File: config.mk
export PLATFORM = sky130hd
export DESIGN_NAME = switch_4port
export DESIGN_NICKNAME = d
export VERILOG_FILES = /design/src/source/packet_pkg.sv /design/src/source/fabric_pkg.sv /design/src/source/head_if.sv /design/src/source/sync_fifo.sv /design/src/source/ingress_queue.sv /design/src/source/fabric_sequencer.sv /design/src/source/rr_arbiter.sv /design/src/source/crossbar.sv /design/src/source/switch_4port.sv
export SDC_FILE = /design/constraint.sdc
export NUM_CORES = 1
export LEC_CHECK = 0
export BUFFER_PORTS_ARGS = -buffer_cell sky130_fd_sc_hd__buf_2
export CORE_ASPECT_RATIO = 1.25
export CORE_MARGIN = 2
export CORE_UTILIZATION = 60
export DETAILED_ROUTE_END_ITERATION = 10
export PLACE_DENSITY = 0.81
export SYNTH_ARGS = -nofsm -noshare
export SYNTH_HDL_FRONTEND = slang
export SYNTH_SLANG_ARGS = --single-unit
export TNS_END_PERCENT = 50
File: constraint.sdc
create_clock -name clk -period 4.9 [get_ports clk]
set_input_delay 0.49 -clock clk [delete_from_list [all_inputs] [get_ports clk]]
set_output_delay 0.49 -clock clk [all_outputs]
set_load 0.05 [all_outputs]
File: src/source/packet_pkg.sv
package packet_pkg;

  // --------------------------------------
  // Field widths
  // --------------------------------------

  // One bit per switch port
  localparam int mask_width = 4;

  // Data byte carried by every packet
  localparam int payload_width = 8;

  // --------------------------------------
  // Packet types
  // --------------------------------------

  // Source, target and served masks share this shape
  typedef logic [mask_width-1:0] port_mask_t;

  typedef logic [payload_width-1:0] payload_t;

  // Source in the top nibble, payload in the low byte
  typedef struct packed {
    port_mask_t source;
    port_mask_t target;
    payload_t   payload;
  } packet_t;

  // Target for all ports
  // Also the only target allowed to contain the source bit
  localparam port_mask_t broadcast_mask = '1;

endpackage

File: src/source/fabric_pkg.sv
package fabric_pkg;

  // --------------------------------------
  // Fabric dimensions
  // --------------------------------------

  localparam int num_ports = 4;

  // Entries per input FIFO
  localparam int fifo_depth = 8;

  // Bits needed to name one input
  localparam int grant_width = 2;

  typedef logic [grant_width-1:0] grant_t;

  // --------------------------------------
  // Sequencer states
  // --------------------------------------

  typedef enum logic [1:0] {
    st_idle     = 2'b00,
    st_receive  = 2'b01,
    st_route    = 2'b10,
    st_transmit = 2'b11
  } fabric_state_t;

endpackage

File: src/source/head_if.sv
interface head_if import packet_pkg::*; ();

  // Head packet held by one ingress queue
  logic       valid;
  packet_t    pkt;
  // Targets still waiting for a copy
  port_mask_t pending;
  // One-cycle pulse per output that took the head
  port_mask_t served;

  // Ingress side
  modport queue (
    output valid, pkt, pending,
    input  served
  );

  // Crossbar side
  modport fabric (
    input  valid, pkt, pending,
    output served
  );

endinterface

File: src/source/sync_fifo.sv
module sync_fifo #(
  parameter int width = 16,
  parameter int depth = 8
) (
  input  logic             clk,
  input  logic             rst_n,
  input  logic             wr_en,
  input  logic [width-1:0] wr_data,
  input  logic             rd_en,
  output logic [width-1:0] rd_data,
  output logic             full,
  output logic             empty
);

  localparam int ptr_width = $clog2(depth);

  logic [width-1:0]     mem [depth];
  logic [ptr_width-1:0] wr_ptr;
  logic [ptr_width-1:0] rd_ptr;
  logic [ptr_width:0]   count;
  logic                 do_wr;
  logic                 do_rd;

  // Blocked requests are simply dropped
  assign do_wr = wr_en && !full;
  assign do_rd = rd_en && !empty;

  assign empty = (count == '0);
  assign full  = (count == (ptr_width+1)'(depth));

  // Head entry visible without a read cycle
  assign rd_data = mem[rd_ptr];

  // Storage array
  always_ff @(posedge clk) begin
    if (do_wr) begin
      mem[wr_ptr] <= wr_data;
    end
  end

  // Pointers and occupancy
  always_ff @(posedge clk or negedge rst_n) begin
    if (!rst_n) begin
      wr_ptr <= '0;
      rd_ptr <= '0;
      count  <= '0;
    end else begin
      if (do_wr) begin
        wr_ptr <= (wr_ptr == ptr_width'(depth - 1)) ? '0 : wr_ptr + 1'b1;
      end
      if (do_rd) begin
        rd_ptr <= (rd_ptr == ptr_width'(depth - 1)) ? '0 : rd_ptr + 1'b1;
      end
      // Read plus write keeps the count
      if (do_wr && !do_rd) begin
        count <= count + 1'b1;
      end else if (do_rd && !do_wr) begin
        count <= count - 1'b1;
      end
    end
  end

endmodule

File: src/source/ingress_queue.sv
module ingress_queue import packet_pkg::*, fabric_pkg::*; (
  input  logic    clk,
  input  logic    rst_n,
  input  logic    in_valid,
  input  packet_t in_pkt,
  input  logic    receive,
  output logic    busy,
  head_if.queue   head
);

  logic       src_one_hot;
  logic       tgt_ok;
  logic       push;
  logic       pop;
  logic       fifo_empty;
  packet_t    fifo_head;
  logic       head_valid;
  packet_t    head_pkt;
  port_mask_t served_mask;
  logic       head_done;

  // --------------------------------------
  // Ingress check
  // --------------------------------------

  // Nonzero with a single bit
  assign src_one_hot = (in_pkt.source != '0) &&
                       ((in_pkt.source & (in_pkt.source - 1'b1)) == '0);

  // No self target unless broadcast
  assign tgt_ok = (in_pkt.target != '0) &&
                  ((in_pkt.target == broadcast_mask) ||
                   ((in_pkt.target & in_pkt.source) == '0));

  assign push = in_valid && src_one_hot && tgt_ok;

  // Full FIFO drops silently
  sync_fifo #(
    .width ($bits(packet_t)),
    .depth (fifo_depth)
  ) i_sync_fifo (
    .clk     (clk),
    .rst_n   (rst_n),
    .wr_en   (push),
    .wr_data (in_pkt),
    .rd_en   (pop),
    .rd_data (fifo_head),
    .full    (),
    .empty   (fifo_empty)
  );

  // --------------------------------------
  // Head register
  // --------------------------------------

  // Targets left to serve
  assign head.pending = head_valid ? (head_pkt.target & ~served_mask) : '0;
  assign head.valid   = head_valid;
  assign head.pkt     = head_pkt;

  assign head_done = head_valid && (head.pending == '0);

  // Refill only at the end of a receive cycle
  assign pop = receive && (!head_valid || head_done) && !fifo_empty;

  assign busy = !fifo_empty || head_valid;

  // Head packet capture
  always_ff @(posedge clk) begin
    if (pop) begin
      head_pkt <= fifo_head;
    end
  end

  always_ff @(posedge clk or negedge rst_n) begin
    if (!rst_n) begin
      head_valid  <= 1'b0;
      served_mask <= '0;
    end else if (pop) begin
      head_valid  <= 1'b1;
      served_mask <= '0;
    end else if (head_done) begin
      // Nothing to refill with
      head_valid  <= 1'b0;
      served_mask <= '0;
    end else begin
      served_mask <= served_mask | head.served;
    end
  end

endmodule

File: src/source/fabric_sequencer.sv
module fabric_sequencer import packet_pkg::*, fabric_pkg::*; (
  input  logic       clk,
  input  logic       rst_n,
  input  port_mask_t busy,
  output logic       receive,
  output logic       transmit
);

  fabric_state_t state;
  fabric_state_t next_state;
  logic          any_busy;

  assign any_busy = |busy;

  // Round order
  always_comb begin
    next_state = state;
    case (state)
      st_idle: begin
        if (any_busy) begin
          next_state = st_receive;
        end
      end
      st_receive: next_state = st_route;
      // Settling cycle only
      st_route: next_state = st_transmit;
      st_transmit: begin
        next_state = any_busy ? st_receive : st_idle;
      end
      default: next_state = st_idle;
    endcase
  end

  always_ff @(posedge clk or negedge rst_n) begin
    if (!rst_n) begin
      state <= st_idle;
    end else begin
      state <= next_state;
    end
  end

  // One cycle of each phase level per round
  assign receive  = (state == st_receive);
  assign transmit = (state == st_transmit);

endmodule

File: src/source/rr_arbiter.sv
module rr_arbiter import packet_pkg::*, fabric_pkg::*; (
  input  logic       clk,
  input  logic       rst_n,
  input  port_mask_t req,
  output grant_t     grant
);

  grant_t     ptr;
  port_mask_t rotated;
  grant_t     pick;
  logic       found;

  // Grant follows the request in the same cycle
  always_comb begin
    // Bit 0 of rotated is the input at the pointer
    for (int i = 0; i < num_ports; i++) begin
      rotated[i] = req[(i + int'(ptr)) % num_ports];
    end

    // Lowest set bit wins
    pick  = '0;
    found = 1'b0;
    for (int i = 0; i < num_ports; i++) begin
      if (!found && rotated[i]) begin
        pick  = grant_t'(i);
        found = 1'b1;
      end
    end

    // Back to an input index
    grant = '0;
    if (found) begin
      grant = grant_t'((int'(pick) + int'(ptr)) % num_ports);
    end
  end

  // Priority moves on every clock regardless of traffic
  always_ff @(posedge clk or negedge rst_n) begin
    if (!rst_n) begin
      ptr <= '0;
    end else begin
      ptr <= (ptr == grant_t'(num_ports - 1)) ? '0 : ptr + 1'b1;
    end
  end

endmodule

File: src/source/crossbar.sv
module crossbar import packet_pkg::*, fabric_pkg::*; (
  input  logic       clk,
  input  logic       rst_n,
  input  logic       transmit,
  head_if.fabric     heads [num_ports],
  output port_mask_t out_valid,
  output packet_t    out_pkt [num_ports]
);

  logic       head_valid   [num_ports];
  packet_t    head_pkt     [num_ports];
  port_mask_t head_pending [num_ports];
  port_mask_t served       [num_ports];
  port_mask_t req          [num_ports];
  grant_t     grant        [num_ports];

  // --------------------------------------
  // Head access
  // --------------------------------------

  for (genvar i = 0; i < num_ports; i++) begin : g_head
    assign head_valid[i]   = heads[i].valid;
    assign head_pkt[i]     = heads[i].pkt;
    assign head_pending[i] = heads[i].pending;
    assign heads[i].served = served[i];
  end

  // --------------------------------------
  // Per output arbitration
  // --------------------------------------

  for (genvar o = 0; o < num_ports; o++) begin : g_out
    // Inputs still owing this output a copy
    for (genvar i = 0; i < num_ports; i++) begin : g_req
      assign req[o][i] = head_valid[i] && head_pending[i][o];
    end

    rr_arbiter i_rr_arbiter (
      .clk   (clk),
      .rst_n (rst_n),
      .req   (req[o]),
      .grant (grant[o])
    );

    // Drive only in transmit
    assign out_valid[o] = transmit && req[o][grant[o]];
    assign out_pkt[o]   = out_valid[o] ? head_pkt[grant[o]] : '0;
  end

  // Served pulses go back to the granted head
  always_comb begin
    for (int i = 0; i < num_ports; i++) begin
      for (int o = 0; o < num_ports; o++) begin
        served[i][o] = out_valid[o] && (grant[o] == grant_t'(i));
      end
    end
  end

endmodule

File: src/source/switch_4port.sv
module switch_4port import packet_pkg::*, fabric_pkg::*; (
  input  logic       clk,
  input  logic       rst_n,
  input  port_mask_t in_valid,
  input  port_mask_t in_source  [num_ports],
  input  port_mask_t in_target  [num_ports],
  input  payload_t   in_data    [num_ports],
  output port_mask_t out_valid,
  output port_mask_t out_source [num_ports],
  output port_mask_t out_target [num_ports],
  output payload_t   out_data   [num_ports]
);

  packet_t    in_pkt  [num_ports];
  packet_t    out_pkt [num_ports];
  port_mask_t busy;
  logic       receive;
  logic       transmit;

  head_if heads [num_ports] ();

  // --------------------------------------
  // Ingress side
  // --------------------------------------

  for (genvar i = 0; i < num_ports; i++) begin : g_in
    assign in_pkt[i] = '{source: in_source[i], target: in_target[i], payload: in_data[i]};

    ingress_queue i_ingress_queue (
      .clk      (clk),
      .rst_n    (rst_n),
      .in_valid (in_valid[i]),
      .in_pkt   (in_pkt[i]),
      .receive  (receive),
      .busy     (busy[i]),
      .head     (heads[i])
    );
  end

  // Round pacing
  fabric_sequencer i_fabric_sequencer (
    .clk      (clk),
    .rst_n    (rst_n),
    .busy     (busy),
    .receive  (receive),
    .transmit (transmit)
  );

  // --------------------------------------
  // Egress side
  // --------------------------------------

  crossbar i_crossbar (
    .clk       (clk),
    .rst_n     (rst_n),
    .transmit  (transmit),
    .heads     (heads),
    .out_valid (out_valid),
    .out_pkt   (out_pkt)
  );

  // Zero fields come through from the crossbar
  for (genvar o = 0; o < num_ports; o++) begin : g_unpack
    assign out_source[o] = out_pkt[o].source;
    assign out_target[o] = out_pkt[o].target;
    assign out_data[o]   = out_pkt[o].payload;
  end

endmodule

# Yosys cells after proc, flatten, opt, wreduce, memory -nomap -nowiden
# Memories as Yosys holds them, arrays and structs flattened. A register that Yosys moved wholly into a read port is not among the register bits.
# Cells that the tools add are included.
# Widths: inputs -> output; s select.
# totals
reg_bits	70
ramBits	512
in_bits	70
elab_cells	502
memories	4
# memory_table
name	depth	width	rd	rd_clocked_by_memory_dff	write_ports	line	source
g_in[0].i_ingress_queue.i_sync_fifo.mem	8	16	1	1	1	sync_fifo.sv:17	logic [width-1:0] mem [depth];
g_in[1].i_ingress_queue.i_sync_fifo.mem	8	16	1	1	1	sync_fifo.sv:17	
g_in[2].i_ingress_queue.i_sync_fifo.mem	8	16	1	1	1	sync_fifo.sv:17	
g_in[3].i_ingress_queue.i_sync_fifo.mem	8	16	1	1	1	sync_fifo.sv:17	
# classes
addsub	40
magnitude_cmp	24
eq_ne	36
n_mux	151
bitwise_logic	36
n_reduce_logical	186
# op_table
op	count
$mux 16	12
$bmux 16 s2	4
$logic_and 1x1->1	92
$mux 4	20
$mux 1	69
$logic_not 4->1	16
$and 4x4->4	12
$lt 3x4->1 const B	12
$bmux 1 s2	20
$mux 2	17
$eq 4x4->1 const B	8
$logic_not 1->1	32
$reduce_bool 4->1	8
$sub 4x1->4 const B	8
$eq 2x2->1 const B	14
$add 3x1->3 const B	8
$eq 3x3->1 const B	8
$lt 2x3->1 const B	8
$mux 3	8
$reduce_or 2->1	12
$add 2x2->2 const A	8
$add 4x1->4 const B	4
$not 4->4	4
$or 4x4->4	4
13 further kinds	65

# Logic depth before layout (Yosys ltp)
# logic_depth
depth_word	25
ltp_mapped	16

# Hierarchy
# A second synthesis with hierarchy kept.
# hier_totals
cells_unflattened	1576
hier_area_um2	29420.7
# by_module_without_submodules
mod	n_inst	cells_per_inst	area_each_um2	seq_area_each_um2
sync_fifo at g_in[2].i_ingress_queue.i_sync_fifo ...	2	250	5587.9	4093.9
sync_fifo at g_in[1].i_ingress_queue.i_sync_fifo	1	252	5591.6	4093.9
sync_fifo at g_in[0].i_ingress_queue.i_sync_fifo	1	252	5589.1	4093.9
ingress_queue	4	56	837.1	605.6
crossbar	1	237	2516.2	0.0
rr_arbiter	4	24	255.2	50.0
fabric_sequencer	1	15	178.9	50.0

# Worst setup path after synthesis
# OpenSTA, ideal clock, no wires.
# synth_path
path_kind	flip-flop to output port
startpoint	register i_crossbar.g_out[0].i_rr_arbiter.ptr[0]
endpoint	output out_data[25] in the netlist's numbering
arrival_time_ps	4500
t_required_ps	4410
setup_slack_ps	-90
stages_incl_launch_ff	12
cell_sequence	dfrtp_1 -> ha_1 -> mux4_2 -> nand2b_1 -> a21boi_0 -> ha_1 -> xnor2_1 -> o2111ai_1 -> a21boi_1 -> o21a_1 -> o221ai_1 -> nor4_1
# synth_rtl
item	line	source
start, declared	rr_arbiter.sv:8	grant_t ptr;
start signal, assigned	rr_arbiter.sv:42	ptr <= (ptr == grant_t'(num_ports - 1)) ? '0 : ptr + 1'b1;
end, declared	switch_4port.sv:11	output payload_t out_data [num_ports]

==> metrics.cfg <==
[run_status]
status=finished, final reports clean

[final_layout]
final_layout_size_suffix_gt1_share_pct=33.02
final_area_um2=32710
area_delta_synth_final_pct=14.92
num_antenna_cells=0
fin_nets=1977

[grt]
grt_pass1_vias=16600
antenna_found_initial=2
grt_first_pass_wirelength_um=103100
overflow=0
track_usage_pct=28.41
grt_max_degree=51

[yosys]
async_flop_share_pct=10.84
ys_warn_count=0
ys_top_cells_by_area=edfxtp_1, mux4_2, dfrtp_1, mux2_2, ha_1
ys_ff_latch=646
syn_inst=1676
synthMuxAreaShare_pct=15.93
yosys.area_share.simple_pct=6.335
ys_seq_area_share_pct=66.92
synth_top_cell_by_area=edfxtp_1
synthFlopType=edfxtp_1
synth_edf_count=576
synth_area_um2=28460
synthAdderAreaFrac_pct=1.996
yosysTopAreaCellShare_pct=60.77
synth_xor_area_share_pct=0.9188
synth_cell_types=68
syn_area_per_cell_um2=16.98
yosysMostFrequentCell=edfxtp_1
synth_compound_area_share_pct=5.851
synthTopCellsByCount=edfxtp_1, mux4_2, nor2_1, mux2_2, dfrtp_1
synth_fp_nets=1789
synth_top_family_by_area=multiplexers

[floorplan]
die_height_um=247.5
ioPinCount=138
start_util_pct=60.57
die_w_um=198.8
die_area_um2=49210
rows=89
design.core.area_um2=46990

[drt]
final_antenna_net_count=0
initialDrtViolationCount=1833
num_vias=16610
drc=0
drt-vias-per-instance=6.512
routedWlPerCell_um=26.89
firstDrtPassIters=5
routed_wl_um=68600

[sta]
final_max_slew_viol_count=0
fin_skew_ns=0.03007
fin_crit_ns=4.867
fmax_ghz=0.2054
tightest_slew_ns=1.155
slew-limit-headroom_pct=22.99
rsz0062_at_grt=yes
setup_viol=0
period_share_pct=99.34
fin_ws_ns=0.03257
hold_viol_final=0

[setup_path]
crit_type=reg2out
cpMaxStageDelayCell=edfxtp_1
worstPathArrival_ns=4.38
startpoint_type=flop
path_cells=and3b_2 -> buf_4 -> a211oi_2 -> o21ai_0 -> o211ai_1 -> ha_2 -> xor2_1 -> nor2_1 -> mux2i_1 -> a21oi_1 -> a2111o_1 -> buf_6 -> a211oi_1 -> buf_4
worst_ep_required_time_ns=4.41
cpPeakStageDelay_ns=0.50
crit_path_max_fanout=17
path_delay_family=compound AO/OA/AOI/OAI gates
crit_top_cell=buf_4
end_kind=primary output
path_buf_inv=3

[flow_run]
maxCapViolations=0

[power]
leakagePower_nw=11.45
ir_drop_mv=0.4005
powerDensity_nw_per_um2=517.2
finalPower_mw=16.92

[clocking]
cts_sinks=646
clk_pin_slew_ns=0.07
cts_tree=built
cts_buffers=58
htree_num_levels=2
cts_buffer_depth=3
worstSkewPairLatency_ns=0.61
ctsRootBufferMaster=clkbuf_16

[placement]
gp_congestion=0.9626
hpwl_um=44470
pre_cts_ws_ns=0.3914
dpl_cell_area_um2=30230
port_buffers=137

[min_path]
hold_class=in2reg

## layout by cell type (no fill, tap or decap), types with 10 or more instances in the layout
cell type  Yosys  final
nor2_1       108    106
mux2_2        94     93
a21oi_1       38     38
nor3_4         8     12
o221ai_1      20     19
mux4_2       145    145
xnor2_1       21     18
nor2b_1       12     12
o22ai_1       28     28
o211a_1       11     11
dfrtp_2        0     13
ha_1          39     34
nand2b_1      17     16
nand2_1       57     57
clkbuf_16      0     59
buf_4          0     89
nor3_1        36     24
mux2i_1       21     21
nand3_1       12     12
bufinv_16      0     12
o21ai_0       23     22
inv_1         56     55
clkinv_2       0     10
dfrtp_1       70     57
buf_2          6    119
and3b_1       16     14
clkbuf_1      58     10
a221oi_1      15     12
edfxtp_1     576    576
nand3b_1      20     20
## metal layers
metal / share of wire, % / GRT usage, %
met4: 3.2 / 9.109
met5: 0.031 / 0
met3: 8.6 / 4.579
met1: 39 / 39.31
met2: 49 / 46.97
## final timing paths
path / startpoint / to / slack [ns] / cells past startpoint
worst min-delay path: in_data[4] / g_in[3].i_ingress_queue.i_sync_fifo.mem[7][4]$_DFFE_PP_ / 0.15 / 1
worst max-delay path: g_in[1].i_ingress_queue.head.pkt[10]$_DFFE_PN_ / out_target[5] / 0.03 / 14
worst max register to register: g_in[0].i_ingress_queue.head.pkt[11]$_DFFE_PN_ / g_in[0].i_ingress_queue.i_sync_fifo.count[3]$_DFFE_PN0P_ / 1.35 / 13
worst min register to register: g_in[2].i_ingress_queue.i_sync_fifo.count[3]$_DFFE_PN0P_ / g_in[2].i_ingress_queue.i_sync_fifo.count[3]$_DFFE_PN0P_ / 0.49 / 1
max in group asynchronous: rst_n / g_in[1].i_ingress_queue.i_sync_fifo.rd_ptr[0]$_DFFE_PN0P_ / 3.42 / 3
min in group asynchronous: rst_n / g_in[1].i_ingress_queue.i_sync_fifo.count[2]$_DFFE_PN0P_ / 0.34 / 2
## power by group
group / internal, mW / switching (mW)
clock: 2.89 / 2.01
combinational: 2.41 / 2.53
sequential: 6.42 / 0.644
total: 11.7 / 5.19
## cell families (layout without fill, tap and decap cells)
| logic type | Yosys count | after routing |
|---|---|---|
| AND/OR/NAND/NOR | 333 | 333 |
| buffers and inverters | 142 | 380 |
| flip-flops | 646 | 646 |
| AO/OA/AOI/OAI | 223 | 223 |
| adder cells (fa/ha/maj) | 43 | 43 |
| multiplexers | 260 | 260 |
| XOR/XNOR | 29 | 29 |
## what timing repair did
action / CTS / global route
resized for setup: 13 / 61
pin swaps: 0 / 2
hold buffers: 1 / 0
buffers inserted: 0 / 16
endpoints found under the hold margin: 20 / 0
endpoints found under the setup margin: 46 / 64
## cell type report
| type | count | area, um^2 |
|---|---|---|
| Timing Repair Buffer | 214 | 1329 |
| Sequential cell | 646 | 19060 |
| Clock inverter | 39 | 546.8 |
| Tap cell | 637 | 797.0 |
| Inverter | 56 | 214.0 |
| Clock buffer | 71 | 1541 |
| Multi-Input combinational cell | 888 | 9218 |
| Fill cell | 2970 | 14280 |
## metrics by stage
| stage | util [%] | TNS (ns) | hold WS [ns] | std cells |
|---|---|---|---|---|
| floorplan | - | -0.5402 | 0.1944 | 1676 |
| global placement | 64.33 | 0 | 0.4195 | 2424 |
| detailed placement | 64.33 | 0 | 0.4306 | 2424 |
| CTS | 68.93 | -0.01037 | 0.1259 | 2535 |
| global route | 69.61 | -1.825 | 0.1481 | 2551 |
| finish | 69.61 | 0 | 0.1462 | 2551 |
## state kept, by name (all words and copies together) (netlist names)
register / count
g_in.i_ingress_queue.i_sync_fifo.mem: 512
g_in.i_ingress_queue.head.pkt: 64
g_in.i_ingress_queue.i_sync_fifo.count: 16
g_in.i_ingress_queue.served_mask: 16
g_in.i_ingress_queue.i_sync_fifo.rd_ptr: 12
g_in.i_ingress_queue.i_sync_fifo.wr_ptr: 12
i_crossbar.g_out.i_rr_arbiter.ptr: 8
g_in.i_ingress_queue.head.valid: 4
i_fabric_sequencer.state: 2
No activity file was read; power rests on OpenSTA's default activity.
